`src/design/loader_pkg.sv`:
```
package loader_pkg;

	// ============================================================
	// Download stream and cartridge kinds
	// ============================================================

	typedef enum logic [2:0] {
		stream_cart,
		stream_cheat,
		stream_sysmode,
		stream_dip,
		stream_other // No download running
	} stream_kind_e;

	typedef enum logic [1:0] {
		cart_sms,
		cart_gg,
		cart_sg // SG file, palette mode
	} cart_kind_e;

	typedef enum logic {
		wr_idle,
		wr_busy
	} wr_state_e;

	// Cheat record, integers little-endian within each field
	typedef struct packed {
		logic [31:0] flags;
		logic [31:0] address;
		logic [31:0] compare;
		logic [31:0] replace;
	} cheat_code_t;

	// ============================================================
	// Download constants
	// ============================================================

	localparam logic [7:0] CHEAT_INDEX   = 8'hff;
	localparam logic [7:0] SYSMODE_INDEX = 8'd4;
	localparam logic [7:0] DIP_INDEX     = 8'd254;

	localparam int unsigned CART_ID_ADDR = 32'h7ffc; // ID checked at +4
	localparam logic [31:0] YS_JP_ID     = 32'h1370014f;

	localparam int unsigned HEADER_BYTES = 512; // Copier header
	localparam int unsigned CHEAT_BYTES  = 16;
	localparam int unsigned DIP_COUNT    = 3;

endpackage

```
`src/design/cart_profile.sv`:
```
`timescale 1ns/100ps

module cart_profile import loader_pkg::*; #(
	parameter int DL_ADDR_W   = 25,
	parameter int CART_ADDR_W = 22
) (
	input  logic                           clk_sys,
	input  logic                           RESET,
	input  logic                           cart_wr,
	input  logic                           cart_end,
	input  logic                           sysmode_wr,
	input  logic                           dip_wr,
	input  cart_kind_e                     cart_kind,
	input  logic [DL_ADDR_W-1:0]           ioctl_addr,
	input  logic [7:0]                     ioctl_dout,
	input  logic [CART_ADDR_W-1:0]         cpu_addr,
	output logic [CART_ADDR_W-1:0]         rom_raddr,
	output logic                           is_gg,
	output logic                           palette_mode,
	output logic                           is_systeme,
	output logic                           ys_fix,
	output logic [7:0]                     sysmode,
	output logic [DIP_COUNT-1:0][7:0]      dip
);

	localparam logic [CART_ADDR_W-1:0] HDR_OFS = CART_ADDR_W'(HEADER_BYTES);

	logic [CART_ADDR_W-1:0] cart_addr;
	logic [CART_ADDR_W-1:0] cart_mask;
	logic [CART_ADDR_W-1:0] hdr_mask;  // Mask for files with a copier header
	logic                   hdr_flag;
	logic [31:0]            cart_id;

	assign cart_addr = ioctl_addr[CART_ADDR_W-1:0];

	// ============================================================
	// Masks and header detection
	// ============================================================

	always_ff @(posedge clk_sys) begin
		if (RESET) begin
			cart_mask <= '0;
			hdr_mask  <= '0;
			hdr_flag  <= 1'b0;
		end else begin
			if (cart_wr) begin
				cart_mask <= (ioctl_addr == '0) ? '0 : (cart_mask | cart_addr);
				if (ioctl_addr == DL_ADDR_W'(HEADER_BYTES)) begin
					hdr_mask <= '0;
				end else begin
					hdr_mask <= hdr_mask | (cart_addr - HDR_OFS);
				end
			end
			if (cart_end) hdr_flag <= ioctl_addr[9]; // Odd half-KB means header
		end
	end

	// Header ID bytes, big-endian in the register
	always_ff @(posedge clk_sys) begin
		if (cart_wr) begin
			for (int i = 0; i < 4; i++) begin
				if (ioctl_addr == DL_ADDR_W'(CART_ID_ADDR + i)) begin
					cart_id[8*(3-i) +: 8] <= ioctl_dout;
				end
			end
		end
	end

	// ============================================================
	// Console flags, system mode and DIP bytes
	// ============================================================

	always_ff @(posedge clk_sys) begin
		if (RESET) begin
			is_gg        <= 1'b0;
			palette_mode <= 1'b0;
			is_systeme   <= 1'b0;
			ys_fix       <= 1'b0;
			sysmode      <= '0;
			dip          <= '0;
		end else begin
			if (cart_wr) begin
				is_gg      <= (cart_kind == cart_gg);
				is_systeme <= 1'b0;
				if (cart_kind == cart_sg) palette_mode <= 1'b1; // Sticky
				if (ioctl_addr == '0) ys_fix <= 1'b0;
				if ((ioctl_addr == DL_ADDR_W'(CART_ID_ADDR + 4)) && (cart_id == YS_JP_ID)) begin
					ys_fix <= 1'b1; // Graphics fix for one title
				end
			end
			if (sysmode_wr && (ioctl_addr == '0)) begin
				is_systeme <= 1'b1;
				sysmode    <= ioctl_dout;
			end
			if (dip_wr && (ioctl_addr < DL_ADDR_W'(DIP_COUNT))) begin
				dip[ioctl_addr[$clog2(DIP_COUNT)-1:0]] <= ioctl_dout;
			end
		end
	end

	// CPU ROM address through the file mask
	assign rom_raddr = hdr_flag ? ((cpu_addr + HDR_OFS) & hdr_mask) : (cpu_addr & cart_mask);

endmodule

```
`src/design/cheat_assembler.sv`:
```
`timescale 1ns/100ps

module cheat_assembler import loader_pkg::*; (
	input  logic        clk_sys,
	input  logic        RESET,
	input  logic        cheat_wr,
	input  logic [3:0]  byte_sel,
	input  logic [7:0]  ioctl_dout,
	output cheat_code_t cheat_code,
	output logic        cheat_valid
);

	cheat_code_t record_q;
	logic [1:0]  field;
	logic [4:0]  lane_lsb; // Bit offset inside a 32-bit field

	assign field    = byte_sel[3:2];
	assign lane_lsb = {byte_sel[1:0], 3'b000};

	// Four fields of four bytes, low byte first
	always_ff @(posedge clk_sys) begin
		if (cheat_wr) begin
			case (field)
				2'd0:    record_q.flags[lane_lsb +: 8]   <= ioctl_dout;
				2'd1:    record_q.address[lane_lsb +: 8] <= ioctl_dout;
				2'd2:    record_q.compare[lane_lsb +: 8] <= ioctl_dout;
				default: record_q.replace[lane_lsb +: 8] <= ioctl_dout;
			endcase
		end
	end

	// Last byte closes the record
	always_ff @(posedge clk_sys) begin
		if (RESET) begin
			cheat_valid <= 1'b0;
		end else begin
			cheat_valid <= cheat_wr && (byte_sel == 4'(CHEAT_BYTES - 1));
		end
	end

	assign cheat_code = record_q;

endmodule

```
`src/design/dl_decode.sv`:
```
`timescale 1ns/100ps

module dl_decode import loader_pkg::*; (
	input  logic       clk_sys,
	input  logic       RESET,
	input  logic       ioctl_download,
	input  logic [7:0] ioctl_index,
	input  logic       ioctl_wr,
	output logic       cart_wr,
	output logic       cheat_wr,
	output logic       sysmode_wr,
	output logic       dip_wr,
	output cart_kind_e cart_kind,
	output logic       cart_start,
	output logic       cart_end
);

	stream_kind_e stream;
	logic         cart_dl;
	logic         cart_dl_q;

	// Sort the running download by its index
	always_comb begin
		if (!ioctl_download) begin
			stream = stream_other;
		end else if (ioctl_index == CHEAT_INDEX) begin
			stream = stream_cheat;
		end else if (ioctl_index == SYSMODE_INDEX) begin
			stream = stream_sysmode;
		end else if (ioctl_index == DIP_INDEX) begin
			stream = stream_dip;
		end else begin
			stream = stream_cart; // Everything else is a ROM file
		end
	end

	// Console kind from the file extension slot
	always_comb begin
		if (ioctl_index[4:0] == 5'd2) begin
			cart_kind = cart_gg;
		end else if ((ioctl_index[4:0] == 5'd1) && (ioctl_index[6:5] == 2'b10)) begin
			cart_kind = cart_sg;
		end else begin
			cart_kind = cart_sms;
		end
	end

	assign cart_wr    = ioctl_wr & (stream == stream_cart);
	assign cheat_wr   = ioctl_wr & (stream == stream_cheat);
	assign sysmode_wr = ioctl_wr & (stream == stream_sysmode);
	assign dip_wr     = ioctl_wr & (stream == stream_dip);

	assign cart_dl = (stream == stream_cart);

	always_ff @(posedge clk_sys) begin
		if (RESET) begin
			cart_dl_q <= 1'b0;
		end else begin
			cart_dl_q <= cart_dl;
		end
	end

	// Edges of the cartridge download level
	assign cart_start = cart_dl & ~cart_dl_q;
	assign cart_end   = ~cart_dl & cart_dl_q;

endmodule

```
`src/design/rom_writer.sv`:
```
`timescale 1ns/100ps

module rom_writer import loader_pkg::*; #(
	parameter int ROM_ADDR_W = 24
) (
	input  logic                  clk_sys,
	input  logic                  RESET,
	input  logic                  cart_start,
	input  logic                  cart_wr,
	input  logic [7:0]            ioctl_dout,
	input  logic                  mem_ack,
	output logic                  mem_req,
	output logic [ROM_ADDR_W-1:0] mem_addr,
	output logic [7:0]            mem_data,
	output logic                  ioctl_wait
);

	wr_state_e             state;
	logic [ROM_ADDR_W-1:0] wr_addr; // Next ROM byte, own count
	logic                  ack_done;

	assign ack_done = (mem_ack == mem_req);

	// ============================================================
	// Toggle handshake towards the memory
	// ============================================================

	always_ff @(posedge clk_sys) begin
		if (RESET) begin
			state   <= wr_idle;
			mem_req <= 1'b0;
			wr_addr <= '0;
		end else begin
			case (state)
				wr_idle: begin
					if (cart_wr) begin
						state   <= wr_busy;
						mem_req <= ~mem_req; // New request
					end
				end
				wr_busy: begin
					if (ack_done) begin
						state   <= wr_idle;
						wr_addr <= mem_addr + 1'b1;
					end
				end
				default: state <= wr_idle;
			endcase

			if (cart_start) wr_addr <= '0; // New file starts at 0
		end
	end

	// Address and byte held for the whole request
	always_ff @(posedge clk_sys) begin
		if ((state == wr_idle) && cart_wr) begin
			mem_addr <= cart_start ? '0 : wr_addr;
			mem_data <= ioctl_dout;
		end
	end

	assign ioctl_wait = (state == wr_busy); // Hold the stream

endmodule

```
`src/design/sms_loader.sv`:
```
`timescale 1ns/100ps

module sms_loader import loader_pkg::*; #(
	parameter int DL_ADDR_W   = 25,
	parameter int ROM_ADDR_W  = 24,
	parameter int CART_ADDR_W = 22
) (
	input  logic                      clk_sys,
	input  logic                      RESET,
	// Download stream
	input  logic                      ioctl_download,
	input  logic [7:0]                ioctl_index,
	input  logic [DL_ADDR_W-1:0]      ioctl_addr,
	input  logic [7:0]                ioctl_dout,
	input  logic                      ioctl_wr,
	output logic                      ioctl_wait,
	// External ROM memory
	output logic                      mem_req,
	output logic [ROM_ADDR_W-1:0]     mem_addr,
	output logic [7:0]                mem_data,
	input  logic                      mem_ack,
	// CPU side
	input  logic [CART_ADDR_W-1:0]    cpu_addr,
	output logic [CART_ADDR_W-1:0]    rom_raddr,
	// Cheats and profile
	output cheat_code_t               cheat_code,
	output logic                      cheat_valid,
	output logic                      is_gg,
	output logic                      palette_mode,
	output logic                      is_systeme,
	output logic                      ys_fix,
	output logic [7:0]                sysmode,
	output logic [DIP_COUNT-1:0][7:0] dip
);

	logic       cart_wr;
	logic       cheat_wr;
	logic       sysmode_wr;
	logic       dip_wr;
	logic       cart_start;
	logic       cart_end;
	cart_kind_e cart_kind;

	dl_decode u_decode (
		.clk_sys        (clk_sys),
		.RESET          (RESET),
		.ioctl_download (ioctl_download),
		.ioctl_index    (ioctl_index),
		.ioctl_wr       (ioctl_wr),
		.cart_wr        (cart_wr),
		.cheat_wr       (cheat_wr),
		.sysmode_wr     (sysmode_wr),
		.dip_wr         (dip_wr),
		.cart_kind      (cart_kind),
		.cart_start     (cart_start),
		.cart_end       (cart_end)
	);

	rom_writer #(.ROM_ADDR_W(ROM_ADDR_W)) u_writer (
		.clk_sys    (clk_sys),
		.RESET      (RESET),
		.cart_start (cart_start),
		.cart_wr    (cart_wr),
		.ioctl_dout (ioctl_dout),
		.mem_ack    (mem_ack),
		.mem_req    (mem_req),
		.mem_addr   (mem_addr),
		.mem_data   (mem_data),
		.ioctl_wait (ioctl_wait)
	);

	cheat_assembler u_cheat (
		.clk_sys     (clk_sys),
		.RESET       (RESET),
		.cheat_wr    (cheat_wr),
		.byte_sel    (ioctl_addr[3:0]), // Byte slot in the record
		.ioctl_dout  (ioctl_dout),
		.cheat_code  (cheat_code),
		.cheat_valid (cheat_valid)
	);

	cart_profile #(.DL_ADDR_W(DL_ADDR_W), .CART_ADDR_W(CART_ADDR_W)) u_profile (
		.clk_sys      (clk_sys),
		.RESET        (RESET),
		.cart_wr      (cart_wr),
		.cart_end     (cart_end),
		.sysmode_wr   (sysmode_wr),
		.dip_wr       (dip_wr),
		.cart_kind    (cart_kind),
		.ioctl_addr   (ioctl_addr),
		.ioctl_dout   (ioctl_dout),
		.cpu_addr     (cpu_addr),
		.rom_raddr    (rom_raddr),
		.is_gg        (is_gg),
		.palette_mode (palette_mode),
		.is_systeme   (is_systeme),
		.ys_fix       (ys_fix),
		.sysmode      (sysmode),
		.dip          (dip)
	);

endmodule

```
`config.mk`:
```
export PLATFORM = sky130hd
export DESIGN_NAME = sms_loader
export DESIGN_NICKNAME = d
export VERILOG_FILES = /design/src/design/loader_pkg.sv /design/src/design/cart_profile.sv /design/src/design/cheat_assembler.sv /design/src/design/dl_decode.sv /design/src/design/rom_writer.sv /design/src/design/sms_loader.sv
export SDC_FILE = /design/constraint.sdc
export NUM_CORES = 1
export LEC_CHECK = 0
export BUFFER_PORTS_ARGS = -buffer_cell sky130_fd_sc_hd__buf_2
export CAP_MARGIN = 20
export CORE_ASPECT_RATIO = 1.2
export CORE_UTILIZATION = 42
export DETAILED_ROUTE_END_ITERATION = 8
export HOLD_SLACK_MARGIN = 0.03
export PLACE_DENSITY = 0.65
export RECOVER_POWER = 50
export SYNTH_ARGS = -nofsm -noshare
export SYNTH_HDL_FRONTEND = slang
export SYNTH_HIERARCHICAL = 1
export SYNTH_SLANG_ARGS = --single-unit
```
`constraint.sdc`:
```
create_clock -name clk_sys -period 5.7 [get_ports clk_sys]
set_input_delay 1.14 -clock clk_sys [delete_from_list [all_inputs] [get_ports clk_sys]]
set_output_delay 1.14 -clock clk_sys [all_outputs]
set_load 0.03 [all_outputs]
```
==> results.toml <==
[setup_path]
worstSetupPathType = "primary input to flop"
reg2regPathDepth = 5
critPathMaxFanout = 57
critical_path_arrival_ps = 4700
endpoint_kind = "flop"
cp.required_ps = 5850
critical_path.startpoint_type = "primary input"

[sta]
relSlewSlack_pct = -58.6
min_period_ps = 4550
setup-tns-final_ps = 0
timing.final.crit_share_pct = 79.9
fmax_ghz = 0.220
drv_slew = 58
finalSetupViolCount = 0
rsz0062_at_grt = "no"
holdWs_ps = 468
hold_violations = 0
worst_pin_slew_ps = 2380
skew_ps = 8.84

[clock_tree]
cts_buffers = 29
h-tree-depth = 1
cts_tree = "built"
cts_buffer_depth = 3
clock_latency_ps = 540
cts_setup_buffers = 0
cts_sinks = 301
post_cts_resized = 0
clkTransAtPathRegs_ps = 60
ctsHoldBuffers = 0
root_buffer = "clkbuf_16"

[die]
dieArea_um2 = 28900
start_util_pct = 43.2
core_area_um2 = 27400
fp-row-count = 66
io_pins = 289
die_height_um = 186
die_x_um = 155

[detailed_routing]
wire_per_inst_um = 18.1
via_count = 8193
drc = 0
wirelength_mm = 29.1
drtIter0Drc = 381
viasPerCell = 5.10
drtAntennaViolNets = 0
dr.pass1.iters = 5

[worst_hold_path]
holdPathStages = 2
worstHoldPathType = "flop to flop"

[yosys]
synth_ff_type = "edfxtp_1"
ys_seq_area_share_pct = 67.2
synth_top_area_share_pct = 48.7
ys_warn_count = 6
synthTopCellsByArea = "edfxtp_1 (49%), dfxtp_1 (18%), mux2i_1 (3.7%)"
synth_top_cell_by_area = "edfxtp_1"
synth_fp_nets = 995
synth_cell_types = 67
avgSynthCellArea_um2 = 12.9
syn_area_um2 = 11800
synth_edf_count = 192
async_flop_share_pct = 0
synth_cells = 918
ys_seq_elements = 301

[pwr]
power.density_nw_per_um2 = 315
ir_drop_mv = 0.167
power_leakage_nw = 4.74

[finish]
area_delta_synth_final_pct = 20.7
drive_above_1_share_pct = 12.9
nets = 1283

[grt]
antenna_found_initial = 3
grt_first_pass_wirelength_mm = 43.5
grt_pass1_vias = 7627
overflow = 0
grt_max_degree = 58
grtUsageTotal_pct = 19.5

[run]
cap_viol_max_count = 1

[outcome]
failed_checks = "max-capacitance violations, max-slew violations"
status = "complete, but fails checks"

[placement]
globalplace.congestion = 0.806
portBuffers = 288
post-dp-hpwl_mm = 20.1
-- cells in the mapped netlist, types with 3 or more instances --
library cell and number:
edfxtp_1 192, dfxtp_1 109, nor2_1 72, nand2b_1 47, a21oi_1 45, mux2i_1 44, nand2_1 38, nor2b_1 38
o21ai_0 31, clkbuf_1 27, and2_1 21, nand3_1 19, nand4_1 18, xor2_1 18, inv_1 15, nor3_1 15
a31oi_1 13, and3_1 13, or3_1 11, or4_1 10, and4_1 9, ha_1 9, nor4_1 9, xnor2_1 9
a211oi_1 7, buf_2 7, o22ai_1 7, nand3b_1 4, o21ba_2 4, nor4b_1 3, nor4b_2 3, o31ai_1 3
-- critical path: stages --
cell and delay [ps]:
clkbuf_1 100, nor4b_1 140, and3_1 260, nor3_2 220, clkbuf_1 1720, nor2b_4 1080
-- through the flow --
step	setup WS, ps	cell area [um2]	util [%]	cells	power, mW
2_1_floorplan	1950	11800	-	918	2.57
3_3_place_gp	1970	13600	49.7	1546	2.68
3_5_place_dp	1940	13600	49.7	1546	2.68
4_1_cts	1930	14600	53.1	1600	4.55
5_1_grt	893	14300	52.1	1604	4.67
6_report	1150	14300	52.1	1606	4.50
-- flip-flops by register name, indices dropped and copies added (netlist names) --
signal / count
u_decode/cart_dl_q: 1
u_writer/wr_addr: 24
u_writer/ioctl_wait: 1
u_profile/hdr_flag: 1
u_profile/hdr_mask: 22
u_writer/mem_addr: 24
u_writer/mem_req: 1
u_profile/cart_mask: 22
u_profile/cart_id: 32
u_cheat/cheat_code: 128
u_profile/sysmode: 8
u_cheat/cheat_valid: 1
u_profile/dip: 24
u_profile/is_gg: 1
u_profile/ys_fix: 1
u_profile/palette_mode: 1
u_profile/is_systeme: 1
u_writer/mem_data: 8
-- per-layer routing --
metal  track usage [%]  share of wire [%]  vias to the layer above
li1                  -                  -                     3955
met1              24.4                 42                     3890
met2              33.7                 49                      308
met3              4.26                7.0                       40
met4              5.84                2.3                        0
met5                 0                  0                        -
-- report_power, final --
part / internal (mW) / switching [mW] / total [mW]
Combinational: 0.0810 / 0.173 / 0.254
Clock: 1.07 / 0.803 / 1.87
Sequential: 2.34 / 0.0267 / 2.37
-- cells by family (layout without fill, tap and decap cells) --
family,count (synthesis),after routing,share of synthesized area [%]
mux,44,44,3.72
fa+ha+maj,9,9,0.952
other cells,0,3,0
xor+xnor,27,27,2.00
buf+inv,55,366,1.98
flops,301,301,67.2
compound gates,123,123,6.24
simple gates,359,359,18.0
-- layout make-up --
cell class	instances	area, um2
fillers	2513	13100
flip-flops and latches	301	7950
multi-input cells	562	3630
repair buffers	296	1230
clock buffers	31	733
well taps	374	468
clock inverters	23	201
inverters	16	60.1
diodes	3	7.51
-- cells in the final DEF, fill, tap and decap left out, types with 5 or more instances in the layout --
| cell | netlist | routed |
|---|---|---|
| clkbuf_16 | 0 | 29 |
| or3_1 | 11 | 11 |
| nand4_1 | 18 | 18 |
| o21ai_0 | 31 | 31 |
| nor2b_1 | 38 | 39 |
| nand2_1 | 38 | 38 |
| clkinv_1 | 0 | 5 |
| o22ai_1 | 7 | 7 |
| xor2_1 | 18 | 18 |
| nor2_1 | 72 | 73 |
| inv_1 | 15 | 15 |
| a211oi_1 | 7 | 7 |
| buf_2 | 7 | 82 |
| xnor2_1 | 9 | 9 |
| nor4b_1 | 3 | 6 |
| nand3_1 | 19 | 19 |
| mux2i_1 | 44 | 44 |
| nand2b_1 | 47 | 47 |
| nor4_1 | 9 | 8 |
| clkbuf_1 | 27 | 211 |
| and3_1 | 13 | 14 |
| and2_1 | 21 | 11 |
| a31oi_1 | 13 | 13 |
| and2_0 | 0 | 10 |
| dfxtp_1 | 109 | 109 |
| ha_1 | 9 | 9 |
| edfxtp_1 | 192 | 192 |
| nor3_1 | 15 | 14 |
| clkinv_2 | 0 | 6 |
| a21oi_1 | 45 | 45 |
| and4_1 | 9 | 9 |
| or4_1 | 10 | 10 |
-- worst paths after layout --
path,start,endpoint,slack [ps]
max,ioctl_index[2],u_writer/mem_data[1],1150
min,u_profile/cart_mask[8],u_profile/cart_mask[8],470
max reg2reg,u_decode/cart_dl_q,u_writer/wr_addr[23],3160
min reg2reg,u_profile/cart_mask[8],u_profile/cart_mask[8],470
Note: power is estimated with default switching activity, not from simulation.
